--- src/hdl/csi_pkg.sv ---
`default_nettype none

package csi_pkg;

    localparam int PIXEL_WIDTH       = 10;
    localparam int LINE_PIXELS       = 16;  // must be a multiple of 4
    localparam int LINE_BYTES        = LINE_PIXELS * PIXEL_WIDTH / 8;  // long packet word count
    localparam int RAW10_GROUP_BYTES = 5;
    localparam int PAYLOAD_DELAY     = 3;  // payload trails the header strobes
    localparam int PIXEL_COUNT_WIDTH = $clog2(LINE_PIXELS + 1);

    // CSI-2 data type field
    typedef enum logic [5:0] {
        DT_FRAME_START = 6'h00,
        DT_FRAME_END   = 6'h01,
        DT_RAW10       = 6'h2B
    } csi_data_type_e;

    typedef enum logic [1:0] {
        PACK_IDLE,
        PACK_COLLECT,
        PACK_EMIT
    } packer_state_e;

endpackage

`default_nettype wire

--- src/hdl/csi_event_if.sv ---
`timescale 1ns/100ps
`default_nettype none

interface csi_event_if;

    logic frame_start;  // fv rose
    logic frame_end;    // fv fell
    logic line_start;   // lv rose
    logic line_end;     // lv fell

    modport source (
        output frame_start,
        output frame_end,
        output line_start,
        output line_end
    );

    modport sink (
        input frame_start,
        input frame_end,
        input line_start,
        input line_end
    );

endinterface

`default_nettype wire

--- src/hdl/csi2_packet_front.sv ---
`timescale 1ns/100ps
`default_nettype none

module csi2_packet_front
    import csi_pkg::*;
(
    input  logic                   clock_camera_byte,
    input  logic                   reset_camera_byte_n,
    input  logic                   pixel_fv_i,
    input  logic                   pixel_lv_i,
    input  logic                   pixel_valid_i,
    input  logic [PIXEL_WIDTH-1:0] pixel_data_i,
    output logic [7:0]             byte_data_o,
    output logic                   byte_data_en_o,
    output csi_data_type_e         data_type_o,
    output logic [15:0]            word_count_o,
    output logic                   short_packet_en_o,
    output logic                   long_packet_en_o
);

    csi_event_if event_bus ();

    logic [7:0] packed_byte;
    logic       packed_byte_en;

    frame_event_decoder decoder (
        .clock_camera_byte   (clock_camera_byte),
        .reset_camera_byte_n (reset_camera_byte_n),
        .pixel_fv_i          (pixel_fv_i),
        .pixel_lv_i          (pixel_lv_i),
        .pixel_valid_i       (pixel_valid_i),
        .events_o            (event_bus.source)
    );

    raw10_packer packer (
        .clock_camera_byte   (clock_camera_byte),
        .reset_camera_byte_n (reset_camera_byte_n),
        .pixel_valid_i       (pixel_valid_i),
        .pixel_data_i        (pixel_data_i),
        .events_i            (event_bus.sink),
        .packed_byte_o       (packed_byte),
        .packed_byte_en_o    (packed_byte_en)
    );

    packet_control control (
        .clock_camera_byte   (clock_camera_byte),
        .reset_camera_byte_n (reset_camera_byte_n),
        .events_i            (event_bus.sink),
        .packed_byte_i       (packed_byte),
        .packed_byte_en_i    (packed_byte_en),
        .byte_data_o         (byte_data_o),
        .byte_data_en_o      (byte_data_en_o),
        .data_type_o         (data_type_o),
        .word_count_o        (word_count_o),
        .short_packet_en_o   (short_packet_en_o),
        .long_packet_en_o    (long_packet_en_o)
    );

endmodule

`default_nettype wire

--- src/hdl/frame_event_decoder.sv ---
`timescale 1ns/100ps
`default_nettype none

module frame_event_decoder
    import csi_pkg::*;
(
    input  logic        clock_camera_byte,
    input  logic        reset_camera_byte_n,
    input  logic        pixel_fv_i,
    input  logic        pixel_lv_i,
    input  logic        pixel_valid_i,
    csi_event_if.source events_o
);

    logic                         fv_q;
    logic                         lv_q;
    logic                         line_rise;
    logic [PIXEL_COUNT_WIDTH-1:0] pixel_cnt;

    assign line_rise = pixel_lv_i & ~lv_q;

    // previous sample vs current input
    always_ff @(posedge clock_camera_byte or negedge reset_camera_byte_n) begin
        if (!reset_camera_byte_n) begin
            fv_q                 <= 1'b0;
            lv_q                 <= 1'b0;
            events_o.frame_start <= 1'b0;
            events_o.frame_end   <= 1'b0;
            events_o.line_start  <= 1'b0;
            events_o.line_end    <= 1'b0;
        end else begin
            fv_q                 <= pixel_fv_i;
            lv_q                 <= pixel_lv_i;
            events_o.frame_start <= pixel_fv_i & ~fv_q;
            events_o.frame_end   <= ~pixel_fv_i & fv_q;
            events_o.line_start  <= line_rise;
            events_o.line_end    <= ~pixel_lv_i & lv_q;
        end
    end

    // valid pixels seen in the current line
    always_ff @(posedge clock_camera_byte or negedge reset_camera_byte_n) begin
        if (!reset_camera_byte_n) begin
            pixel_cnt <= '0;
        end else if (line_rise) begin
            pixel_cnt <= PIXEL_COUNT_WIDTH'(pixel_valid_i);  // first pixel may ride the edge
        end else if (pixel_valid_i) begin
            pixel_cnt <= pixel_cnt + PIXEL_COUNT_WIDTH'(1);
        end
    end

    // count is final by the time the line_end pulse is out
    line_length_check: assert property (
        @(posedge clock_camera_byte) disable iff (!reset_camera_byte_n)
        events_o.line_end |-> pixel_cnt == PIXEL_COUNT_WIDTH'(LINE_PIXELS)
    );

    pixel_in_line_check: assert property (
        @(posedge clock_camera_byte) disable iff (!reset_camera_byte_n)
        pixel_valid_i |-> pixel_lv_i
    );

    line_in_frame_check: assert property (
        @(posedge clock_camera_byte) disable iff (!reset_camera_byte_n)
        line_rise |-> pixel_fv_i
    );

endmodule

`default_nettype wire

--- src/hdl/packet_control.sv ---
`timescale 1ns/100ps
`default_nettype none

module packet_control
    import csi_pkg::*;
(
    input  logic           clock_camera_byte,
    input  logic           reset_camera_byte_n,
    csi_event_if.sink      events_i,
    input  logic [7:0]     packed_byte_i,
    input  logic           packed_byte_en_i,
    output logic [7:0]     byte_data_o,
    output logic           byte_data_en_o,
    output csi_data_type_e data_type_o,
    output logic [15:0]    word_count_o,
    output logic           short_packet_en_o,
    output logic           long_packet_en_o
);

    logic [7:0]               byte_pipe [PAYLOAD_DELAY];
    logic [PAYLOAD_DELAY-1:0] en_pipe;
    logic                     line_open;

    always_ff @(posedge clock_camera_byte or negedge reset_camera_byte_n) begin
        if (!reset_camera_byte_n) begin
            short_packet_en_o <= 1'b0;
            long_packet_en_o  <= 1'b0;
        end else begin
            short_packet_en_o <= events_i.frame_start | events_i.frame_end;
            long_packet_en_o  <= events_i.line_start;
        end
    end

    // header fields hold until the next event
    always_ff @(posedge clock_camera_byte or negedge reset_camera_byte_n) begin
        if (!reset_camera_byte_n) begin
            data_type_o  <= DT_FRAME_START;
            word_count_o <= 16'd0;
        end else if (events_i.frame_start) begin
            data_type_o  <= DT_FRAME_START;
            word_count_o <= 16'd0;
        end else if (events_i.frame_end) begin
            data_type_o  <= DT_FRAME_END;
            word_count_o <= 16'd0;
        end else if (events_i.line_start) begin
            data_type_o  <= DT_RAW10;
            word_count_o <= 16'(LINE_BYTES);
        end
    end

    always_ff @(posedge clock_camera_byte or negedge reset_camera_byte_n) begin
        if (!reset_camera_byte_n) begin
            line_open <= 1'b0;
        end else if (events_i.line_start) begin
            line_open <= 1'b1;
        end else if (events_i.line_end) begin
            line_open <= 1'b0;
        end
    end

    always_ff @(posedge clock_camera_byte or negedge reset_camera_byte_n) begin
        if (!reset_camera_byte_n) begin
            en_pipe <= '0;
        end else begin
            en_pipe <= {en_pipe[PAYLOAD_DELAY-2:0], packed_byte_en_i};
        end
    end

    always_ff @(posedge clock_camera_byte) begin
        byte_pipe[0] <= packed_byte_i;
        for (int i = 1; i < PAYLOAD_DELAY; i++) begin
            byte_pipe[i] <= byte_pipe[i-1];
        end
    end

    assign byte_data_o    = byte_pipe[PAYLOAD_DELAY-1];
    assign byte_data_en_o = en_pipe[PAYLOAD_DELAY-1];

    // only one header per cycle
    start_collision_check: assert property (
        @(posedge clock_camera_byte) disable iff (!reset_camera_byte_n)
        !(events_i.frame_start && events_i.line_start)
    );

    frame_end_check: assert property (
        @(posedge clock_camera_byte) disable iff (!reset_camera_byte_n)
        events_i.frame_end |-> !line_open
    );

endmodule

`default_nettype wire

--- src/hdl/raw10_packer.sv ---
`timescale 1ns/100ps
`default_nettype none

module raw10_packer
    import csi_pkg::*;
(
    input  logic                   clock_camera_byte,
    input  logic                   reset_camera_byte_n,
    input  logic                   pixel_valid_i,
    input  logic [PIXEL_WIDTH-1:0] pixel_data_i,
    csi_event_if.sink              events_i,
    output logic [7:0]             packed_byte_o,
    output logic                   packed_byte_en_o
);

    packer_state_e                      state_q;
    packer_state_e                      state_d;
    logic [1:0]                         slot_cnt;
    logic [1:0]                         slot_d;
    logic                               group_done;
    logic [PIXEL_WIDTH-1:0]             group_q [3];  // fourth pixel comes straight from the input
    logic [7:0]                         group_bytes [RAW10_GROUP_BYTES];
    logic [(RAW10_GROUP_BYTES-1)*8-1:0] emit_sr;
    logic [2:0]                         emit_cnt;     // bytes left in emit_sr

    assign group_done = pixel_valid_i && (slot_cnt == 2'd3);

    // RAW10 group with the low bits of all four pixels in the last byte
    assign group_bytes[0] = group_q[0][PIXEL_WIDTH-1:2];
    assign group_bytes[1] = group_q[1][PIXEL_WIDTH-1:2];
    assign group_bytes[2] = group_q[2][PIXEL_WIDTH-1:2];
    assign group_bytes[3] = pixel_data_i[PIXEL_WIDTH-1:2];
    assign group_bytes[4] = {pixel_data_i[1:0], group_q[2][1:0],
                             group_q[1][1:0], group_q[0][1:0]};

    always_comb begin
        slot_d = slot_cnt;
        if (events_i.line_end) begin
            slot_d = 2'd0;  // drop partial group
        end else if (pixel_valid_i) begin
            slot_d = slot_cnt + 2'd1;
        end
    end

    always_comb begin
        state_d = state_q;
        case (state_q)
            PACK_IDLE: begin
                if (slot_d != 2'd0)
                    state_d = PACK_COLLECT;
            end
            PACK_COLLECT: begin
                if (group_done)
                    state_d = PACK_EMIT;
                else if (slot_d == 2'd0)
                    state_d = PACK_IDLE;
            end
            PACK_EMIT: begin
                if (!group_done && emit_cnt == 3'd1)  // last byte leaves this cycle
                    state_d = (slot_d != 2'd0) ? PACK_COLLECT : PACK_IDLE;
            end
            default: begin
                state_d = PACK_IDLE;
            end
        endcase
    end

    always_ff @(posedge clock_camera_byte or negedge reset_camera_byte_n) begin
        if (!reset_camera_byte_n) begin
            state_q          <= PACK_IDLE;
            slot_cnt         <= 2'd0;
            emit_cnt         <= 3'd0;
            packed_byte_en_o <= 1'b0;
        end else begin
            state_q          <= state_d;
            slot_cnt         <= slot_d;
            packed_byte_en_o <= group_done || (state_q == PACK_EMIT);
            if (group_done) begin
                emit_cnt <= 3'(RAW10_GROUP_BYTES - 1);
            end else if (state_q == PACK_EMIT) begin
                emit_cnt <= emit_cnt - 3'd1;
            end
        end
    end

    always_ff @(posedge clock_camera_byte) begin
        if (pixel_valid_i && slot_cnt != 2'd3) begin
            group_q[slot_cnt] <= pixel_data_i;
        end
        if (group_done) begin
            packed_byte_o <= group_bytes[0];  // first byte goes out at once
            emit_sr       <= {group_bytes[4], group_bytes[3], group_bytes[2], group_bytes[1]};
        end else if (state_q == PACK_EMIT) begin
            packed_byte_o <= emit_sr[7:0];
            emit_sr       <= emit_sr >> 8;
        end
    end

    // only the byte on the output may still be pending when a new group lands
    pacing_check: assert property (
        @(posedge clock_camera_byte) disable iff (!reset_camera_byte_n)
        group_done |-> emit_cnt == 3'd0
    );

endmodule

`default_nettype wire

--- config.mk ---
export PLATFORM = sky130hd
export DESIGN_NAME = csi2_packet_front
export DESIGN_NICKNAME = d
export VERILOG_FILES = /design/src/hdl/csi_pkg.sv /design/src/hdl/csi_event_if.sv /design/src/hdl/csi2_packet_front.sv /design/src/hdl/frame_event_decoder.sv /design/src/hdl/packet_control.sv /design/src/hdl/raw10_packer.sv
export SDC_FILE = /design/constraint.sdc
export NUM_CORES = 1
export LEC_CHECK = 0
export BUFFER_PORTS_ARGS = -buffer_cell sky130_fd_sc_hd__buf_4
export CORE_MARGIN = 5
export CORE_UTILIZATION = 44
export DETAILED_ROUTE_END_ITERATION = 10
export PLACE_DENSITY = 0.62
export SLEW_MARGIN = 20
export SYNTH_ARGS = -nofsm -noshare
export SYNTH_HDL_FRONTEND = slang
export SYNTH_SLANG_ARGS = --single-unit
--- constraint.sdc ---
create_clock -name clock_camera_byte -period 5.1 [get_ports clock_camera_byte]
set_input_delay 0.51 -clock clock_camera_byte [delete_from_list [all_inputs] [get_ports clock_camera_byte]]
set_output_delay 0.51 -clock clock_camera_byte [all_outputs]
set_load 0.01 [all_outputs]
==> results.yml, run 1 <==
outcome:
  outcome: "finished clean"
logic_synthesis:
  synth_commonest_cells: "nand2_1, edfxtp_1, buf_4"
  synth.avg_cell_area_um2: 13.4
  synth_top_area_cell: "edfxtp_1"
  synth.distinct_cells: 28
  ys_warn_count: 0
  async_flop_share_pct: 18.3
  ys_seq_area_share_pct: 76.1
  synthCells: 305
  synth_area_leaders: "edfxtp_1, dfrtp_1, dfxtp_1"
  yosysTopAreaCellShare_pct: 51.5
  syn-cell-area_mm2: 0.00409
  synth_edf_count: 70
  synth_seq_cells: 115
  synth.most_common_cell: "nand2_1"
  synth_ff_type: "edfxtp_1"
critical_path:
  cp.arrival_ns: 2.42
  path_max_fanout: 40
  crit_path_start_kind: "flop"
  required_ns: 5.24
  crit_type: "reg -> reg"
  crit_path_end_kind: "flop"
route:
  drc: 0
  postRouteAntennaNets: 0
  viasPerCell: 4.55
  totalWireLength_um: 5950
  detail_route.iter0.violations: 104
  via_count: 2095
  wl_per_cell_um: 12.9
  dr.pass1.iters: 4
hold_path:
  hold_class: "in -> reg"
floorplanning:
  fp.dieH_um: 106
  core_area_mm2: 0.00915
  dieWidth_um: 106
  std_cell_rows: 35
  initial_core_util_pct: 44.6
  io_pins: 48
  dieArea_mm2: 0.0113
place:
  port-buffer-count: 31
  place_ws_ns: 2.42
  gp_congestion: 0.699
  dpl_cell_area_mm2: 0.00428
  dp.final_hpwl_um: 3520
sta:
  worst_pin_slew_ns: 0.676
  finalWorstSetupSlack_ns: 2.82
  fin_crit_sh_pct: 44.6
  fmax_mhz: 439
  relSlewSlack_pct: 54.9
  maxSlewViolCount: 0
  finalCriticalPeriod_ns: 2.28
  rsz0062_at_grt: "false"
  finalSetupViolations: 0
  finalHoldViolCount: 0
  setup_tns_ns: 0
  skew_ns: 0.00454
clocking:
  cts_tree: "yes"
  ctsLongestPathBuffers: 2
  cts.htree.levels: 4
  post_cts_buffers: 0
  clock_latency_ns: 0.50
  root_buffer: "clkbuf_8"
  clock-sinks: 115
  numCtsBuffers: 17
  cts.clk_slew.worst_paths_ns: 0.05
grt:
  grt_max_degree: 41
  track_usage_pct: 11.9
  grt.overflow.total: 0
  antenna_found_initial: 0
  grt_pass1_wl_um: 9950
  grt_pass1_vias: 2036
final_layout:
  stdcell_area_mm2: 0.00485
  diodes: 0
  fillers: 756
  final_core_util_pct: 53.0
  drive_above_1_share_pct: 19.2
  areaGrowthSynthToFinish_pct: 18.7
  fin_nets: 357
power:
  power.total_mw: 2.57
  power_density_mw_per_mm2: 531
  ir_worst_vdd_mv: 0.280
  leakagePower_nw: 2.08
run:
  maxCapViolations: 0
[layout by cell type, fill, tap and decap left out, types with 3 or more instances in the layout]
master	Yosys	final
conb_1	1	16
and3_1	9	9
clkbuf_16	0	18
nand2_1	100	99
inv_1	4	4
clkinv_2	0	4
ha_1	6	6
and2_1	4	4
nor2_1	8	8
dfxtp_1	24	24
dfrtp_1	21	21
nor2b_1	6	6
buf_4	28	33
inv_4	0	3
edfxtp_1	70	70
[cell families after synthesis]
| logic type | share of synthesized area, % |
|---|---|
| adders and majority gates | 1.84 |
| AOI/OAI and AO/OA | 1.13 |
| and+or+nand+nor | 13.8 |
| other | 0.0918 |
| DFF | 76.1 |
| xor gates and xnor gates | 0.429 |
| buffers and inverters | 6.37 |
| muxes | 0.245 |
[sequential cells by signal, indices dropped and copies added (netlist names), 2 cells and up]
signal                flops
control.byte_pipe        24
control.data_type_o       2
control.en_pipe           3
packer.emit_cnt           3
packer.emit_sr           32
packer.group_q           30
packer.packed_byte_o      8
packer.slot_cnt           2
packer.state_q            2
[per-stage QoR]
| stage | hold slack (ns) | instances |
|---|---|---|
| 2_1_floorplan | 0.214 | 320 |
| 3_3_place_gp | 0.311 | 427 |
| 3_5_place_dp | 0.313 | 427 |
| 4_1_cts | 0.102 | 460 |
| 5_1_grt | 0.107 | 460 |
| 6_report | 0.126 | 460 |
[power breakdown]
group | switching [mW] | total, mW | leakage, nW | internal, mW
registers | 0.0518 | 1.23 | 1.11 | 1.18
logic | 0.179 | 0.279 | 0.692 | 0.100
clock network | 0.403 | 1.07 | 0.275 | 0.665
total | 0.634 | 2.57 | 2.08 | 1.94
[final timing paths]
check | startpoint | end | slack, ns | cells after the start
worst max-delay path | packer.slot_cnt[0] | packer.emit_sr[8] | 2.82 | 4
worst max register to register | packer.slot_cnt[0] | packer.emit_sr[8] | 2.82 | 4
min in group asynchronous | reset_camera_byte_n | decoder.events_o.frame_end | 0.42 | 2
worst min register to register | control.byte_pipe[0][2] | control.byte_pipe[0][10] | 0.32 | 0
max in group asynchronous | reset_camera_byte_n | packer.packed_byte_en_o | 4.47 | 2
worst min-delay path | pixel_lv_i | decoder.lv_q | 0.13 | 1
[layout make-up]
type                            instances  area [um^2]  share of cell area (%)
Sequential cell                       115         3110                    64.1
Multi-Input combinational cell        164          776                    16.0
Clock buffer                           21          482                    9.94
Timing Repair Buffer                   34          258                    5.32
Tap cell                              111          139                    2.86
Clock inverter                         11         71.3                    1.47
Inverter                                4         15.0                   0.310
[timing repair]
item                                   in CTS  in global routing
endpoints found under the hold margin      21                  0
hold buffers                                1                  0
gates resized for setup                     0                  0
[per-layer routing]
layer,global-route usage (%),part of all wire [%]
met4,4.72,1.5
met5,0,0
met1,14.3,43
met2,18.3,50
met3,5.89,5.4
[critical path, stage by stage, from the launching register on]
cell and delay (ns):
dfrtp_1 0.45, ha_1 0.36, nand2_2 0.43, nand2_1 0.20, buf_4 0.46
(Power assumes the default switching activity.)
==> inputs of run 2 (changes only) <==
ABC_AREA = 1   (was unset)
PLACE_DENSITY = 0.64   (was 0.62)
clock period = 1.8 ns   (was 5.1 ns; I/O delays follow)
==> run 2 against run 1 <==
Effect of this change: synthesized cell count up 6.6%; core utilization is 2.6 points higher; die area increased by 0.58%; critical path type unchanged; largest cell class unchanged; highest routed layer unchanged.
==> results.yml, run 2 <==
outcome:
  outcome: "finished clean"
final_layout:
  mostFrequentLayoutCells: "nand2_1, edfxtp_1, buf_4"
  reg_top3: "packer.emit_sr: 32 flops, packer.group_q: 30 flops, control.byte_pipe: 24 flops"
  largest-register: "packer.emit_sr"
  drive_above_1_share_pct: 19.2
  layout.cells.non_filler: 502
  largest_reg_flops: 32
  final_common_cell: "nand2_1"
  fin_nets: 399
  fillers: 755
  diodes: 0
  areaGrowthSynthToFinish_pct: 24.3
power:
  p_clk_share_pct: 45.9
  swShare_pct: 21.7
  p_comb_share_pct: 8.8
  power_density_mw_per_mm2: 1410
  p_switching_mw: 1.57
  p_seq_share_pct: 45.2
  power.total_mw: 7.22
  p_int_mw: 5.65
  ir_worst_vdd_mv: 0.647
  leakagePower_nw: 2.29
route:
  totalWireLength_um: 6010
  via_count: 2203
  wl_per_cell_um: 12.0
  dr.pass1.iters: 4
  viasPerCell: 4.39
  drc: 0
  postRouteAntennaNets: 0
  detail_route.iter0.violations: 136
critical_path:
  crit_path_end_kind: "flop"
  crit_path_start_kind: "flop"
  startpoint: "packer.slot_cnt[0]"
  crit_type: "reg -> reg"
  required_ns: 2.01
  r2r-start: "packer.slot_cnt[0]"
  cp_slowest_cell: "dfrtp_1"
  cp.arrival_ns: 1.83
  max_stage_delay_ns: 0.42
  path_max_fanout: 7
  critPathTopFamily: "simple AND/OR/NAND/NOR gates"
  critPathBufInv: 1
  crit_chain: "ha_1 > or2_2 > nor2_1 > buf_4"
grt:
  grt_pass1_vias: 2155
  grt_util_met3_pct: 4.88
  grt.overflow.total: 0
  track_usage_pct: 11.9
  antenna_found_initial: 0
  grt_pass1_wl_um: 10200
  grt_max_degree: 41
  groute.layer.met2.usage_pct: 20.1
  met1_usage_pct: 13.2
  top_usage_layer: "met2"
logic_synthesis:
  ys_seq_area_share_pct: 75.6
  synth_area_leaders: "edfxtp_1, dfrtp_1, dfxtp_1"
  synth.avg_cell_area_um2: 12.7
  synth_top_area_cell: "edfxtp_1"
  syn-cell-area_mm2: 0.00411
  synth_commonest_cells: "nand2_1, edfxtp_1, buf_4"
  synth_edf_count: 70
  synthCells: 325
  synth.most_common_cell: "nand2_1"
  synth_seq_cells: 115
  synth.distinct_cells: 22
  yosysTopAreaCellShare_pct: 51.1
  ys_warn_count: 0
  async_flop_share_pct: 18.3
  synth_ff_type: "edfxtp_1"
run:
  maxCapViolations: 0
clocking:
  clock-sinks: 115
  cts.htree.levels: 4
  numCtsBuffers: 17
  cts_tree: "yes"
  ctsResizeCount: 0
  post_cts_buffers: 0
  clock_latency_ns: 0.51
  root_buffer: "clkbuf_8"
  ctsLongestPathBuffers: 2
  ctsHoldBuffers: 14
  cts.clk_slew.worst_paths_ns: 0.06
floorplanning:
  core_area_mm2: 0.00920
  std_cell_rows: 35
  dieWidth_um: 107
  initial_core_util_pct: 44.7
  io_pins: 48
  dieArea_mm2: 0.0114
  fp.dieH_um: 107
sta:
  finalCriticalPeriod_ns: 1.61
  finalHoldViolCount: 0
  fmax_mhz: 620
  maxSlewViolCount: 0
  finalSetupViolations: 0
  rsz0062_at_grt: "false"
  skew_ns: 0.00846
  fin_crit_sh_pct: 89.6
  setup_tns_ns: 0
place:
  dp_cells: 456
  dp.final_hpwl_um: 3800
  port-buffer-count: 31
  gp_congestion: 0.718
hold_path:
  hold_class: "in -> async"
-- run 2: cell type report --
cell class                 count  area (um^2)  share of cell area, %
inverter                      28          108                   2.11
timing repair buffer          54          453                   8.86
clock inverter                 6         60.1                   1.18
clock buffer                  26          552                   10.8
multi-input combinational    162          691                   13.5
sequential                   115         3110                   60.8
tap                          111          139                   2.72
-- run 2: final timing paths --
| check | end | slack [ns] | cells past startpoint |
|---|---|---|---|
| max in group asynchronous | packer.emit_cnt[2] | 1.50 | 2 |
| min in group clock_camera_byte | control.byte_pipe[0][15] | 0.32 | 0 |
| min reg2reg | control.byte_pipe[0][15] | 0.32 | 0 |
| max reg2reg | packer.group_q[0][6] | 0.19 | 4 |
| max | packer.group_q[0][6] | 0.19 | 4 |
| min | decoder.events_o.frame_end | 0.09 | 2 |
-- run 2: power groups by stage --
| stage | Clock (mW) | Sequential (mW) | Combinational [mW] |
|---|---|---|---|
| after detailed placement | 0 | 3.32 | 0.626 |
| after global placement | 0 | 3.31 | 0.604 |
| after CTS | 3.40 | 3.27 | 0.653 |
| final | 3.32 | 3.27 | 0.636 |
| after global routing | 3.53 | 3.30 | 0.729 |
| after floorplan | 0 | 3.30 | 0.450 |
-- run 2: per-layer routing --
layer | share of wire, % | vias up
met1 | 42 | 1043
met3 | 5.2 | 12
li1 | - | 1101
met4 | 1.4 | 0
met2 | 52 | 47
met5 | 0 | -
-- run 2: kinds of logic after synthesis --
logic type | after synthesis | synth area share [%]
compound gates | 7 | 0.974
fa+ha+maj | 6 | 1.83
buf+inv | 63 | 9.04
flops | 115 | 75.6
other cells | 1 | 0.0912
simple gates | 133 | 12.5
-- run 2: metrics by stage --
step	area (um^2)	worst slack, ns	hold WS, ns	utilization (%)
2_1_floorplan	4170	0.0466	-0.116	-
3_3_place_gp	4360	0.194	0.0713	47.4
3_5_place_dp	4360	0.180	0.0781	47.4
4_1_cts	5110	0.164	0.0657	55.6
5_1_grt	5110	0.0620	0.111	55.6
6_report	5110	0.187	0.0871	55.6
